**config.mk**
```make
export PLATFORM = sky130hd
export DESIGN_NAME = accel_top
export DESIGN_NICKNAME = d
export VERILOG_FILES = /design/src/rtl/accel_pkg.sv /design/src/rtl/accel_top.sv /design/src/rtl/cmd_apb_regs.sv /design/src/rtl/cmd_dispatch.sv /design/src/rtl/idx_check_engine.sv /design/src/rtl/mod_mul_engine.sv /design/src/rtl/resp_collect.sv
export SDC_FILE = /design/constraint.sdc
export NUM_CORES = 1
export LEC_CHECK = 0
export BUFFER_PORTS_ARGS = -buffer_cell sky130_fd_sc_hd__buf_4
export CELL_PAD_IN_SITES_DETAIL_PLACEMENT = 0
export CELL_PAD_IN_SITES_GLOBAL_PLACEMENT = 1
export CORE_MARGIN = 3
export CORE_UTILIZATION = 30
export DETAILED_ROUTE_END_ITERATION = 16
export PLACE_DENSITY = 0.65
export SLEW_MARGIN = 20
export SYNTH_ARGS = -nofsm -noshare
export SYNTH_HDL_FRONTEND = slang
export SYNTH_SLANG_ARGS = --single-unit
```
**constraint.sdc**
```tcl
create_clock -name i_clk_core0 -period 9.8 [get_ports i_clk_core0]
set_input_delay 1.96 -clock i_clk_core0 [delete_from_list [all_inputs] [get_ports i_clk_core0]]
set_output_delay 1.96 -clock i_clk_core0 [all_outputs]
set_load 0.02 [all_outputs]
```
**src/rtl/accel_pkg.sv**
```systemverilog
package accel_pkg;

  // Datapath and bus widths
  localparam int WORD_BITS = 32;
  localparam int ADDR_BITS = 8;

  typedef logic [WORD_BITS-1:0] word_t;   // APB data, operands, modulus, result
  typedef logic [ADDR_BITS-1:0] addr_t;   // APB byte address
  typedef logic [1:0]           opcode_t;
  typedef logic [1:0]           err_t;

  // Command opcodes, value 3 is illegal
  localparam opcode_t OP_NOP    = 2'd0;
  localparam opcode_t OP_MODMUL = 2'd1;
  localparam opcode_t OP_IDXCHK = 2'd2;

  // Completion error codes
  localparam err_t ERR_NONE   = 2'd0;
  localparam err_t ERR_BAD_OP = 2'd1;
  localparam err_t ERR_RANGE  = 2'd2;

  // Register map
  localparam addr_t REG_CMD    = 8'h00;
  localparam addr_t REG_OPA    = 8'h04;
  localparam addr_t REG_OPB    = 8'h08;
  localparam addr_t REG_MOD    = 8'h0C;
  localparam addr_t REG_STATUS = 8'h10;
  localparam addr_t REG_RESULT = 8'h14;

  localparam int CMD_USR_RST_BIT = 31;   // Command word bit requesting user reset

  // Index checker geometry
  localparam int IDX_BITS     = 4;
  localparam int IDX_COUNT    = 8;
  localparam int IDX_PAIRS    = IDX_COUNT / 2;
  localparam int IDX_SEEN     = 2 ** IDX_BITS;      // One seen flag per index value
  localparam int IDX_CNT_BITS = $clog2(IDX_COUNT);

  // Multiplier bit counter width
  localparam int MUL_CNT_BITS = $clog2(WORD_BITS);

  // Shared engine FSM
  typedef enum logic [1:0] {
    IDLE,
    RUN,
    DONE
  } eng_state_t;

endpackage

```
**src/rtl/accel_top.sv**
```systemverilog
`timescale 1ns/100ps

module accel_top
  import accel_pkg::*;
(
  input  logic  i_clk_core0,
  input  logic  i_reset,
  // APB slave
  input  logic  i_psel,
  input  logic  i_penable,
  input  logic  i_pwrite,
  input  addr_t i_paddr,
  input  word_t i_pwdata,
  output word_t o_prdata,
  output logic  o_pready,
  output logic  o_pslverr
);

  logic    usr_rst, usr_rst_r, rst_core;
  logic    start, busy, done;
  opcode_t opcode;
  word_t   opa, opb, mod;
  logic    mm_start, ic_start, mm_valid, ic_valid;
  word_t   op_a, op_b, op_m;
  word_t   mm_result, ic_result, result;
  logic    err_pulse, clr;
  err_t    disp_err, col_err;

  // User reset registered once, then merged with the board reset
  always_ff @(posedge i_clk_core0) begin
    if (i_reset) usr_rst_r <= 1'b0;
    else         usr_rst_r <= usr_rst;
  end

  assign rst_core = i_reset | usr_rst_r;   // Core only, front end keeps its registers

  // Front end sits on i_reset alone
  cmd_apb_regs u_regs (
    .i_clk_core0 (i_clk_core0), .i_reset (i_reset),
    .i_psel      (i_psel),      .i_penable (i_penable), .i_pwrite (i_pwrite),
    .i_paddr     (i_paddr),     .i_pwdata  (i_pwdata),
    .o_prdata    (o_prdata),    .o_pready  (o_pready),  .o_pslverr (o_pslverr),
    .i_busy      (busy),        .i_done    (done),      .i_err     (col_err),
    .i_result    (result),
    .o_start     (start),       .o_opcode  (opcode),
    .o_opa       (opa),         .o_opb     (opb),       .o_mod     (mod),
    .o_usr_rst   (usr_rst)
  );

  cmd_dispatch u_dispatch (
    .i_clk_core0 (i_clk_core0), .i_reset    (rst_core),
    .i_start     (start),       .i_opcode   (opcode),
    .i_opa       (opa),         .i_opb      (opb),      .i_mod   (mod),
    .o_busy      (busy),        .o_mm_start (mm_start), .o_ic_start (ic_start),
    .o_op_a      (op_a),        .o_op_b     (op_b),     .o_op_m  (op_m),
    .i_mm_valid  (mm_valid),    .i_ic_valid (ic_valid),
    .o_err_pulse (err_pulse),   .o_err      (disp_err), .o_clr   (clr)
  );

  mod_mul_engine u_mod_mul (
    .i_clk_core0 (i_clk_core0), .i_reset (rst_core), .i_start (mm_start),
    .i_a         (op_a),        .i_b     (op_b),     .i_m     (op_m),
    .o_valid     (mm_valid),    .o_result (mm_result)
  );

  // Index list rides in operand A
  idx_check_engine u_idx_check (
    .i_clk_core0 (i_clk_core0), .i_reset    (rst_core), .i_start (ic_start),
    .i_idx_list  (op_a),        .o_valid    (ic_valid), .o_result (ic_result)
  );

  resp_collect u_collect (
    .i_clk_core0 (i_clk_core0), .i_reset     (rst_core), .i_clr (clr),
    .i_mm_valid  (mm_valid),    .i_mm_result (mm_result),
    .i_ic_valid  (ic_valid),    .i_ic_result (ic_result),
    .i_err_pulse (err_pulse),   .i_err       (disp_err),
    .o_done      (done),        .o_err       (col_err),  .o_result (result)
  );

endmodule

```
**src/rtl/cmd_apb_regs.sv**
```systemverilog
`timescale 1ns/100ps

module cmd_apb_regs
  import accel_pkg::*;
(
  input  logic    i_clk_core0,
  input  logic    i_reset,
  // APB slave
  input  logic    i_psel,
  input  logic    i_penable,
  input  logic    i_pwrite,
  input  addr_t   i_paddr,
  input  word_t   i_pwdata,
  output word_t   o_prdata,
  output logic    o_pready,
  output logic    o_pslverr,
  // Status and result from the core
  input  logic    i_busy,
  input  logic    i_done,
  input  err_t    i_err,
  input  word_t   i_result,
  // Command towards the dispatcher
  output logic    o_start,
  output opcode_t o_opcode,
  output word_t   o_opa,
  output word_t   o_opb,
  output word_t   o_mod,
  output logic    o_usr_rst
);

  logic acc_ph;       // APB access phase
  logic mapped;       // Address hits a register
  logic cmd_wr;       // Write to the command register
  logic usr_req;      // Command word carries the user reset bit
  logic busy_eff;
  logic cmd_refused;
  logic wr_ok;        // Write that is allowed to change state

  assign acc_ph   = i_psel & i_penable;
  assign o_pready = acc_ph;             // Never any wait states

  // Start pulse in flight counts as busy until the dispatcher catches up
  assign busy_eff = i_busy | o_start;

  assign cmd_wr      = acc_ph & i_pwrite & (i_paddr == REG_CMD);
  assign usr_req     = i_pwdata[CMD_USR_RST_BIT];
  assign cmd_refused = cmd_wr & busy_eff & ~usr_req;   // User reset always gets through

  assign o_pslverr = acc_ph & (~mapped | cmd_refused);
  assign wr_ok     = acc_ph & i_pwrite & ~o_pslverr;

  // Address decode and read mux
  always_comb begin
    mapped   = 1'b1;
    o_prdata = '0;
    case (i_paddr)
      REG_CMD:    o_prdata = word_t'(o_opcode);
      REG_OPA:    o_prdata = o_opa;
      REG_OPB:    o_prdata = o_opb;
      REG_MOD:    o_prdata = o_mod;
      REG_STATUS: o_prdata = word_t'({i_err, i_done, i_busy});   // err[3:2] done[1] busy[0]
      REG_RESULT: o_prdata = i_result;
      default:    mapped   = 1'b0;
    endcase
  end

  always_ff @(posedge i_clk_core0) begin
    if (i_reset) begin
      o_start   <= 1'b0;
      o_usr_rst <= 1'b0;
      o_opcode  <= OP_NOP;
      o_opa     <= '0;
      o_opb     <= '0;
      o_mod     <= '0;
    end else begin
      o_start   <= 1'b0;   // Pulses last one cycle
      o_usr_rst <= 1'b0;
      if (wr_ok) begin
        case (i_paddr)
          REG_CMD: begin
            if (usr_req) begin
              o_usr_rst <= 1'b1;   // Reset only, opcode left alone
            end else begin
              o_opcode <= opcode_t'(i_pwdata[$bits(opcode_t)-1:0]);
              o_start  <= 1'b1;
            end
          end
          REG_OPA: o_opa <= i_pwdata;
          REG_OPB: o_opb <= i_pwdata;
          REG_MOD: o_mod <= i_pwdata;
          default: ;   // Status and result are read only
        endcase
      end
    end
  end

endmodule

```
**src/rtl/cmd_dispatch.sv**
```systemverilog
`timescale 1ns/100ps

module cmd_dispatch
  import accel_pkg::*;
(
  input  logic    i_clk_core0,
  input  logic    i_reset,
  input  logic    i_start,
  input  opcode_t i_opcode,
  input  word_t   i_opa,
  input  word_t   i_opb,
  input  word_t   i_mod,
  output logic    o_busy,
  output logic    o_mm_start,
  output logic    o_ic_start,
  output word_t   o_op_a,
  output word_t   o_op_b,
  output word_t   o_op_m,
  input  logic    i_mm_valid,
  input  logic    i_ic_valid,
  output logic    o_err_pulse,
  output err_t    o_err,
  output logic    o_clr
);

  logic range_ok;   // Multiply operands are legal for the modulus

  assign range_ok = (i_mod != '0) && (i_opa < i_mod) && (i_opb < i_mod);

  // Control path
  always_ff @(posedge i_clk_core0) begin
    if (i_reset) begin
      o_busy      <= 1'b0;
      o_mm_start  <= 1'b0;
      o_ic_start  <= 1'b0;
      o_err_pulse <= 1'b0;
      o_err       <= ERR_NONE;
      o_clr       <= 1'b0;
    end else begin
      o_mm_start  <= 1'b0;
      o_ic_start  <= 1'b0;
      o_err_pulse <= 1'b0;
      o_clr       <= 1'b0;
      if (i_start && !o_busy) begin
        o_busy <= 1'b1;
        o_clr  <= 1'b1;   // Collector drops the previous done
        case (i_opcode)
          OP_MODMUL: begin
            if (range_ok) begin
              o_mm_start <= 1'b1;
            end else begin
              o_err_pulse <= 1'b1;
              o_err       <= ERR_RANGE;
            end
          end
          OP_IDXCHK: o_ic_start <= 1'b1;   // Any list is a legal input
          default: begin                   // NOP and the illegal opcode
            o_err_pulse <= 1'b1;
            o_err       <= ERR_BAD_OP;
          end
        endcase
      end else if (i_mm_valid || i_ic_valid || o_err_pulse) begin
        o_busy <= 1'b0;   // Completion seen, collector sets done now too
      end
    end
  end

  // Operand copies held steady for the whole run
  always_ff @(posedge i_clk_core0) begin
    if (i_start && !o_busy) begin
      o_op_a <= i_opa;   // Also the index list
      o_op_b <= i_opb;
      o_op_m <= i_mod;
    end
  end

endmodule

```
**src/rtl/idx_check_engine.sv**
```systemverilog
`timescale 1ns/100ps

module idx_check_engine
  import accel_pkg::*;
(
  input  logic  i_clk_core0,
  input  logic  i_reset,
  input  logic  i_start,
  input  word_t i_idx_list,
  output logic  o_valid,
  output word_t o_result
);

  eng_state_t              state;
  logic [IDX_CNT_BITS-1:0] cnt;        // Position of the index in list_r[3:0]
  word_t                   list_r;     // Indices not yet seen, next in low nibble
  logic [IDX_SEEN-1:0]     seen;
  logic [IDX_BITS-1:0]     prev_idx;   // First index of the current pair
  logic [IDX_BITS-1:0]     cur_idx;
  logic [IDX_BITS-1:0]     first_idx;
  logic [IDX_PAIRS-1:0]    pair_bad;
  logic                    dup;

  assign cur_idx   = list_r[IDX_BITS-1:0];
  assign first_idx = i_idx_list[IDX_BITS-1:0];

  // Index 0 is taken on the start cycle, so eight steps cover the list
  always_ff @(posedge i_clk_core0) begin
    if (i_reset) begin
      state   <= IDLE;
      cnt     <= '0;
      o_valid <= 1'b0;
    end else begin
      o_valid <= 1'b0;
      case (state)
        IDLE: begin
          if (i_start) begin
            state <= RUN;
            cnt   <= IDX_CNT_BITS'(1);
          end
        end
        RUN: begin
          cnt <= cnt + 1'b1;
          if (cnt == IDX_CNT_BITS'(IDX_COUNT - 1)) state <= DONE;   // Last index
        end
        DONE: begin
          o_valid <= 1'b1;
          state   <= IDLE;
        end
        default: state <= IDLE;
      endcase
    end
  end

  // Bitmap and pair compare
  always_ff @(posedge i_clk_core0) begin
    if (state == IDLE && i_start) begin
      list_r   <= i_idx_list >> IDX_BITS;
      seen     <= IDX_SEEN'(1) << first_idx;
      prev_idx <= first_idx;
      pair_bad <= '0;
      dup      <= 1'b0;
    end else if (state == RUN) begin
      list_r        <= list_r >> IDX_BITS;
      seen[cur_idx] <= 1'b1;
      dup           <= dup | seen[cur_idx];   // Value already used
      prev_idx      <= cur_idx;
      // Odd position closes pair cnt/2
      if (cnt[0]) pair_bad[cnt[IDX_CNT_BITS-1:1]] <= (prev_idx >= cur_idx);
    end else if (state == DONE) begin
      o_result <= word_t'({dup, pair_bad});   // Pair flags low, duplicate above
    end
  end

endmodule

```
**src/rtl/mod_mul_engine.sv**
```systemverilog
`timescale 1ns/100ps

module mod_mul_engine
  import accel_pkg::*;
(
  input  logic  i_clk_core0,
  input  logic  i_reset,
  input  logic  i_start,
  input  word_t i_a,
  input  word_t i_b,
  input  word_t i_m,
  output logic  o_valid,
  output word_t o_result
);

  eng_state_t              state;
  logic [MUL_CNT_BITS-1:0] bit_idx;   // Current bit of b, MSB first
  word_t                   a_r;
  word_t                   b_r;
  word_t                   m_r;
  logic [WORD_BITS:0]      acc;       // Partial product, kept below 2m
  word_t                   acc_red;
  word_t                   dbl_red;
  logic [WORD_BITS:0]      acc_next;

  // One compare-subtract step, valid for x below 2m
  function automatic word_t red_once(input logic [WORD_BITS:0] x, input word_t m);
    logic [WORD_BITS:0] diff;
    diff = x - {1'b0, m};
    return (x >= {1'b0, m}) ? diff[WORD_BITS-1:0] : x[WORD_BITS-1:0];
  endfunction

  // Horner step acc = 2*acc + b[i]*a
  always_comb begin
    acc_red  = red_once(acc, m_r);
    dbl_red  = red_once({acc_red, 1'b0}, m_r);
    acc_next = {1'b0, dbl_red} + (b_r[bit_idx] ? {1'b0, a_r} : '0);   // Left unreduced
  end

  // FSM
  always_ff @(posedge i_clk_core0) begin
    if (i_reset) begin
      state   <= IDLE;
      bit_idx <= '0;
      o_valid <= 1'b0;
    end else begin
      o_valid <= 1'b0;
      case (state)
        IDLE: begin
          if (i_start) begin
            state   <= RUN;
            bit_idx <= '1;   // Start at bit 31
          end
        end
        RUN: begin
          bit_idx <= bit_idx - 1'b1;
          if (bit_idx == '0) state <= DONE;   // 32 iterations done
        end
        DONE: begin
          o_valid <= 1'b1;
          state   <= IDLE;
        end
        default: state <= IDLE;
      endcase
    end
  end

  // Datapath
  always_ff @(posedge i_clk_core0) begin
    if (state == IDLE && i_start) begin
      a_r <= i_a;
      b_r <= i_b;
      m_r <= i_m;
      acc <= '0;
    end else if (state == RUN) begin
      acc <= acc_next;
    end else if (state == DONE) begin
      o_result <= acc_red;   // Final reduction
    end
  end

endmodule

```
**src/rtl/resp_collect.sv**
```systemverilog
`timescale 1ns/100ps

module resp_collect
  import accel_pkg::*;
(
  input  logic  i_clk_core0,
  input  logic  i_reset,
  input  logic  i_clr,
  input  logic  i_mm_valid,
  input  word_t i_mm_result,
  input  logic  i_ic_valid,
  input  word_t i_ic_result,
  input  logic  i_err_pulse,
  input  err_t  i_err,
  output logic  o_done,
  output err_t  o_err,
  output word_t o_result
);

  // Completions win over clr, an error pulse arrives together with clr
  always_ff @(posedge i_clk_core0) begin
    if (i_reset) begin
      o_done   <= 1'b0;
      o_err    <= ERR_NONE;
      o_result <= '0;
    end else if (i_err_pulse) begin
      o_done   <= 1'b1;
      o_err    <= i_err;
      o_result <= '0;   // No result for a refused operation
    end else if (i_mm_valid) begin
      o_done   <= 1'b1;
      o_err    <= ERR_NONE;
      o_result <= i_mm_result;
    end else if (i_ic_valid) begin
      o_done   <= 1'b1;
      o_err    <= ERR_NONE;
      o_result <= i_ic_result;
    end else if (i_clr) begin
      o_done   <= 1'b0;   // New command accepted
      o_err    <= ERR_NONE;
      o_result <= '0;
    end
  end

endmodule

```
==> flow_metrics.py, run 1 <==
metrics = {
    "critical_path": {
        "maximum_fanout_along_the_worst_path": 11,
        "endpoint_kind": "flop",
        "worst_ep_required_time_ns": 10.22,
        "crit_path_frequent_cell": "sky130_fd_sc_hd__ha_1",
        "critical_path.n_buffers_inverters": 2,
        "worst_path_top_cell_family_by_delay": "compound AO/OA/AOI/OAI gates",
        "slowest_cell_on_the_critical_path": "sky130_fd_sc_hd__or4_1",
        "critical_path_class": "flop to flop",
        "crit_path_start_kind": "flop",
        "r2r-start": "u_mod_mul.m_r[1]",
        "max_stage_delay_ns": 0.57,
        "critical_path_source": "u_mod_mul.m_r[1]",
        "cp.arrival_ns": 9.41,
    },
    "global_route": {
        "grt_first_pass_wirelength_mm": 107,
        "overflow": 0,
        "grt_max_degree": 96,
        "grt_pass1_vias": 17500,
        "grtUsageTotal_pct": 16.2,
        "antenna_violations_before_repair": 0,
    },
    "drt": {
        "drt-total-wl_mm": 70.6,
        "drc_errors": 0,
        "residual_antenna_violating_net_count_after_detailed_routing": 0,
        "via_cell_ratio": 5.16,
        "avgRoutedWirePerCell_um": 20.3,
        "routed-wl-met3_mm": 3.45,
        "highest_layer": "met4",
        "met2_wirelength_mm": 31.7,
        "detailroute.via_count": 17900,
        "drt_iter0_drc": 1467,
        "dr.pass1.iters": 5,
        "drt-met1-wl_mm": 33.7,
    },
    "clocking": {
        "cts.repair_timing.setup_buffer_count": 0,
        "cts_inserted_buffers": 48,
        "h-tree-depth": 2,
        "cts.hold.buffers_added": 0,
        "cts_sinks": 472,
        "tritoncts_clock_tree": "built",
        "post_cts_resized": 0,
        "ctsLongestPathBuffers": 3,
        "clock_insertion_delay_worst_skew_ns": 0.60,
        "cts-root-buf": "sky130_fd_sc_hd__clkbuf_16",
        "clk_transition_reported_paths_ns": 0.06,
    },
    "synth": {
        "synthArstFlopShare_pct": 0,
        "netlist_area_sq_um": 24400,
        "yosys.cell_types.count": 77,
        "ys_seq_elements": 472,
        "ys.flop_type": "sky130_fd_sc_hd__edfxtp_1",
        "synth_enable_flop_cells": 277,
        "mappedNetlistNets": 2534,
        "synth-warning-count": 0,
        "post_synth.cell_area_avg_sq_um": 10.5,
        "synth-seq-area-share_pct": 50.0,
        "syn_inst": 2320,
    },
    "sta": {
        "timing_max_transition_violations_final": 0,
        "setup_total_negative_slack_ns": 0,
        "hold_viol_final": 0,
        "period_utilization_post_route_pct": 91.7,
        "count_of_endpoints_failing_setup_in_the_final_report": 0,
        "achievable-frequency_ghz": 0.111,
        "final.hold.worst_slack_ns": 0.417,
        "grt_setup_unrepaired": "no",
        "worst-slew-pin-transition_ns": 1.08,
        "final_min_period_ns": 8.99,
        "final.setup.worst_slack_ns": 0.811,
        "clock-skew-final_ns": 0.0275,
        "worst_slew_margin_rel_pct": 28.0,
    },
    "placement": {
        "numPortBuffers": 78,
        "placedInstanceArea_sq_um": 26200,
        "detailed_place_hpwl_mm": 52.1,
        "numPlacedInstances": 3384,
        "detailedPlace.worstSlack_ns": 0.754,
        "place_congestion": 0.899,
    },
    "status": {
        "outcome": "finished, final reports clean",
    },
    "power_and_ir_drop": {
        "power.clock.fraction_pct": 31.6,
        "fin_total_pwr_mw": 6.34,
        "switching_power_mw": 2.05,
        "pwr_density_cell_nw_per_um2": 227,
        "switching_share_pct": 32.3,
        "intPower_mw": 4.29,
        "p_comb_share_pct": 35.0,
        "power.ir.vdd_worst_mv": 0.130,
        "power.share.sequential_pct": 33.4,
        "static-leakage-power_nw": 10.4,
    },
    "cells_and_area": {
        "layout.cells.most_common": "sky130_fd_sc_hd__nand2_1",
        "postLayoutCoreUtil_pct": 34.7,
        "drive_gt1_share_pct": 12.7,
        "layoutNonFillerInstCount": 3475,
        "layout_common_cells": "sky130_fd_sc_hd__nand2_1 (314), sky130_fd_sc_hd__edfxtp_1 (277), sky130_fd_sc_hd__a21oi_1 (222)",
        "finalNetCount": 2589,
        "finished_layout_cell_area_sq_um": 28000,
        "num_antenna_cells": 0,
        "synthToLayoutAreaGrowth_pct": 14.4,
    },
    "floorplanning": {
        "fp-row-count": 104,
        "design.core.area_sq_um": 80700,
        "die-area_sq_um": 84900,
        "die-height_um": 291,
        "floorplan.initialDensity_pct": 30.3,
        "num_io_pins": 79,
        "die_x_um": 291,
    },
    "job": {
        "maxCapViolCount": 0,
    },
    "hold_path": {
        "holdCritStartpoint": "u_dispatch.o_op_m[13]",
        "hold_class": "flop to flop",
    },
}
==> cells in the mapped netlist (18+ instances only) <==
cell	instances	area share, %
sky130_fd_sc_hd__nand2_1	316	4.9
sky130_fd_sc_hd__edfxtp_1	277	34
sky130_fd_sc_hd__a21oi_1	222	4.5
sky130_fd_sc_hd__dfxtp_1	195	16
sky130_fd_sc_hd__ha_1	166	8.5
sky130_fd_sc_hd__nor2_1	140	2.1
sky130_fd_sc_hd__inv_1	97	1.5
sky130_fd_sc_hd__o21ai_0	94	1.9
sky130_fd_sc_hd__clkbuf_1	83	1.3
sky130_fd_sc_hd__a21o_1	63	1.9
sky130_fd_sc_hd__xnor2_1	55	2.0
sky130_fd_sc_hd__nor2b_1	50	1.3
sky130_fd_sc_hd__mux2i_1	41	1.7
sky130_fd_sc_hd__mux2_2	37	1.7
sky130_fd_sc_hd__a221o_1	34	1.4
sky130_fd_sc_hd__a22oi_1	33	1.0
sky130_fd_sc_hd__mux2_4	29	1.8
sky130_fd_sc_hd__nor3_1	29	0.59
sky130_fd_sc_hd__nand2b_1	25	0.64
sky130_fd_sc_hd__xor2_1	25	0.90
sky130_fd_sc_hd__o22ai_1	23	0.59
sky130_fd_sc_hd__nand3_1	19	0.39
sky130_fd_sc_hd__nor4_1	19	0.49
sky130_fd_sc_hd__and2_1	18	0.46
sky130_fd_sc_hd__nand4_1	18	0.46
==> sequential cells by signal, summed over array words and instances, names as in the netlist, 3 cells and up <==
name / cells
u_idx_check.seen: 16
u_mod_mul.bit_idx: 5
u_dispatch.o_op_m: 32
u_collect.o_result: 32
u_idx_check.prev_idx: 4
u_idx_check.pair_bad: 4
u_mod_mul.m_r: 32
u_idx_check.o_result: 5
u_mod_mul.b_r: 32
u_mod_mul.acc: 33
u_regs.o_opb: 32
u_regs.o_mod: 32
u_dispatch.o_op_b: 32
u_regs.o_opa: 32
u_dispatch.o_op_a: 32
u_mod_mul.a_r: 32
u_idx_check.cnt: 3
u_mod_mul.o_result: 32
u_idx_check.list_r: 28
==> worst register-to-register path, delay by kind of cell (launching register included) <==
kind                     cells  cell delay (ns)
adder cells (fa/ha/maj)      3             0.96
AO/OA/AOI/OAI               20             5.17
AND/OR/NAND/NOR              3             0.93
multiplexers                 2             0.75
flip-flops                   1             0.37
XOR/XNOR                     1             0.16
buffers and inverters        2             0.47
==> power groups by stage <==
| stage | clock, mW | sequential (mW) | combinational, mW |
|---|---|---|---|
| floorplan | 0 | 2.16 | 1.73 |
| global placement | 0 | 2.16 | 2.18 |
| detailed placement | 0 | 2.16 | 2.18 |
| CTS | 2.05 | 2.12 | 2.20 |
| global route | 2.12 | 2.12 | 2.41 |
| finish | 2.00 | 2.12 | 2.22 |
==> worst paths after layout <==
kind | end | slack [ns] | cells after the start
worst min-delay path | u_mod_mul.m_r[13] | 0.42 | 0
worst max register to register | u_mod_mul.acc[27] | 0.81 | 31
worst max-delay path | u_mod_mul.acc[27] | 0.81 | 31
worst min register to register | u_mod_mul.m_r[13] | 0.42 | 0
==> kinds of logic after synthesis <==
kind of cell / synth area share, %
AOI/OAI and AO/OA: 16.1
xor gates and xnor gates: 2.87
adders and majority gates: 8.74
buffers and inverters: 3.18
DFF: 50.0
muxes: 6.55
and+or+nand+nor: 12.6
==> cell type report <==
class	count	area, sq um
fill	8098	52700
inverter	97	367
multi-input combinational	1651	11500
timing repair buffer	105	808
clock buffer	59	1280
sequential	472	12200
clock inverter	31	440
tap	1060	1330
==> routing by layer <==
| metal | vias to the layer above | GRT usage, % |
|---|---|---|
| li1 | 8610 | - |
| met1 | 8765 | 23.2 |
| met3 | 94 | 1.88 |
| met2 | 478 | 25.8 |
| met5 | - | 0 |
| met4 | 0 | 4.39 |
No activity file was read; power rests on OpenSTA's default activity.
==> run 2, diff against run 1 <==
--- a/config.mk
+++ b/config.mk
@@ -10,6 +10,7 @@
 export CELL_PAD_IN_SITES_GLOBAL_PLACEMENT = 1
 export CORE_MARGIN = 3
 export CORE_UTILIZATION = 30
+export CTS_BUF_LIST = sky130_fd_sc_hd__clkbuf_8
 export DETAILED_ROUTE_END_ITERATION = 16
 export PLACE_DENSITY = 0.65
 export SLEW_MARGIN = 20
==> constraint.sdc (replaced) <==
create_clock -name i_clk_core0 -period 11.1 [get_ports i_clk_core0]
set_input_delay 2.22 -clock i_clk_core0 [delete_from_list [all_inputs] [get_ports i_clk_core0]]
set_output_delay 2.22 -clock i_clk_core0 [all_outputs]
set_load 0.02 [all_outputs]
==> flow_metrics.py, run 2 (synthesis gave the netlist of run 1 again) <==
metrics = {
    "status": {
        "outcome": "finished, final reports clean",
    },
    "sta": {
        "achievable-frequency_ghz": 0.109,
        "final.hold.worst_slack_ns": 0.416,
        "worst-slew-pin-transition_ns": 0.976,
        "worst_slew_margin_rel_pct": 34.5,
        "final_min_period_ns": 9.13,
        "period_utilization_post_route_pct": 82.3,
        "hold_viol_final": 0,
        "final.setup.worst_slack_ns": 1.97,
        "setup_total_negative_slack_ns": 0,
        "grt_setup_unrepaired": "no",
        "count_of_endpoints_failing_setup_in_the_final_report": 0,
        "clock-skew-final_ns": 0.0246,
        "timing_max_transition_violations_final": 0,
    },
    "job": {
        "maxCapViolCount": 0,
    },
    "global_route": {
        "grt_max_degree": 66,
        "grt_pass1_vias": 18000,
        "grtUsageTotal_pct": 16.4,
        "grt_first_pass_wirelength_mm": 108,
        "antenna_violations_before_repair": 1,
        "overflow": 0,
    },
    "critical_path": {
        "worst_ep_required_time_ns": 11.59,
        "slowest_cell_on_the_critical_path": "sky130_fd_sc_hd__o41ai_2",
        "critical_path_class": "flop to flop",
        "r2r_cells": 33,
        "r2r_end": "u_mod_mul.acc[27]",
        "maximum_fanout_along_the_worst_path": 17,
        "crit_path_frequent_cell": "sky130_fd_sc_hd__ha_1",
        "max_stage_delay_ns": 0.64,
        "worst_setup_slack_for_register_to_register_paths_ns": 1.97,
        "r2r-start": "u_mod_mul.m_r[1]",
        "crit_path_start_kind": "flop",
        "endpoint_kind": "flop",
        "cp.arrival_ns": 9.62,
    },
    "power_and_ir_drop": {
        "power.share.sequential_pct": 33.3,
        "switching_power_mw": 1.84,
        "static-leakage-power_nw": 10.5,
        "power.ir.vdd_worst_mv": 0.0982,
        "switching_share_pct": 32.9,
        "pwr_density_cell_nw_per_um2": 200,
        "p_comb_share_pct": 34.8,
        "power.clock.fraction_pct": 31.8,
        "intPower_mw": 3.76,
        "fin_total_pwr_mw": 5.61,
    },
    "placement": {
        "numPortBuffers": 78,
        "place_congestion": 0.891,
        "detailedPlace.worstSlack_ns": 1.92,
        "detailed_place_hpwl_mm": 51.5,
    },
    "drt": {
        "drc_errors": 0,
        "drt-total-wl_mm": 70.8,
        "avgRoutedWirePerCell_um": 20.1,
        "drt_iter0_drc": 1609,
        "residual_antenna_violating_net_count_after_detailed_routing": 0,
        "detailroute.via_count": 18000,
        "dr.pass1.iters": 5,
        "via_cell_ratio": 5.11,
    },
    "floorplanning": {
        "floorplan.initialDensity_pct": 30.3,
        "num_io_pins": 79,
        "die-height_um": 291,
        "die-area_sq_um": 84900,
        "design.core.area_sq_um": 80700,
        "fp-row-count": 104,
        "die_x_um": 291,
    },
    "clocking": {
        "cts.hold.buffers_added": 0,
        "post_cts_resized": 0,
        "cts_sinks": 472,
        "cts.repair_timing.setup_buffer_count": 0,
        "cts-root-buf": "sky130_fd_sc_hd__clkbuf_8",
        "h-tree-depth": 3,
        "clk_transition_reported_paths_ns": 0.06,
        "cts_inserted_buffers": 79,
        "ctsLongestPathBuffers": 3,
        "tritoncts_clock_tree": "built",
        "clock_insertion_delay_worst_skew_ns": 0.66,
    },
    "hold_path": {
        "holdCritStartpoint": "u_dispatch.o_op_b[19]",
        "whs_endpoint": "u_mod_mul.b_r[19]",
        "hold_class": "flop to flop",
        "whs_path_depth": 0,
    },
    "cells_and_area": {
        "finalNetCount": 2617,
        "most_flop_heavy_register": "u_mod_mul.acc",
        "layout_common_cells": "sky130_fd_sc_hd__nand2_1 (314), sky130_fd_sc_hd__edfxtp_1 (277), sky130_fd_sc_hd__a21oi_1 (222)",
        "synthToLayoutAreaGrowth_pct": 14.7,
        "layout.cells.most_common": "sky130_fd_sc_hd__nand2_1",
        "n_fill_cell": 8081,
        "flip_flop_count_of_the_largest_register_all_copies_and_words_added": 33,
        "drive_gt1_share_pct": 14.1,
    },
}
[run 2: routing by layer]
layer / up-vias / routed length, um / GRT usage, %
met5: - / 0 / 0
met4: 0 / 1880 / 5.79
met3: 111 / 3410 / 2.06
met2: 503 / 32100 / 26.2
met1: 8746 / 33400 / 22.8
li1: 8676 / - / -
[run 2: power groups by stage]
stage	Sequential, mW	Clock, mW	Combinational (mW)
final	1.87	1.78	1.95
after global routing	1.87	1.91	2.14
after CTS	1.87	1.83	1.95
after detailed placement	1.91	0	1.92
after global placement	1.91	0	1.93
after floorplan	1.90	0	1.53
[run 2: cell type report]
cell class / instances / area [sq um] / share of cell area [%]
well taps: 1060 / 1330 / 4.73
clock buffers: 92 / 1270 / 4.51
inverters: 97 / 367 / 1.31
multi-input cells: 1651 / 11500 / 41.0
clock inverters: 56 / 566 / 2.02
diodes: 2 / 5.00 / 0.0178
flip-flops and latches: 472 / 12200 / 43.6
repair buffers: 102 / 786 / 2.80
[run 2: worst max-delay path by stage]
stage,from,end,slack (ns),cells after the start
finish,u_mod_mul.m_r[1],u_mod_mul.acc[27],1.97,33
global route,u_mod_mul.m_r[0],u_mod_mul.acc[32],1.29,34
CTS,u_mod_mul.m_r[1],u_mod_mul.acc[27],1.89,33
detailed placement,u_mod_mul.m_r[1],u_mod_mul.acc[27],1.92,33
global placement,u_mod_mul.m_r[1],u_mod_mul.acc[27],2.00,33
floorplan,u_mod_mul.state[0],u_mod_mul.acc[27],2.48,2
[run 2: critical path, delay by kind of cell, from the launching register on]
kind	cells	cell delay [ns]
and+or+nand+nor	2	0.41
AOI/OAI and AO/OA	23	5.75
buffers and inverters	2	0.46
adders and majority gates	3	0.98
xor gates and xnor gates	1	0.13
DFF	1	0.35
muxes	2	0.86
[run 2: stage by stage]
stage,instances,util (%),cell area [sq um]
final,3532,34.8,28000
after floorplan,2320,-,24400
after global placement,3381,32.4,26200
after CTS,3530,34.8,28000
after detailed placement,3382,32.5,26200
after global routing,3532,34.8,28000
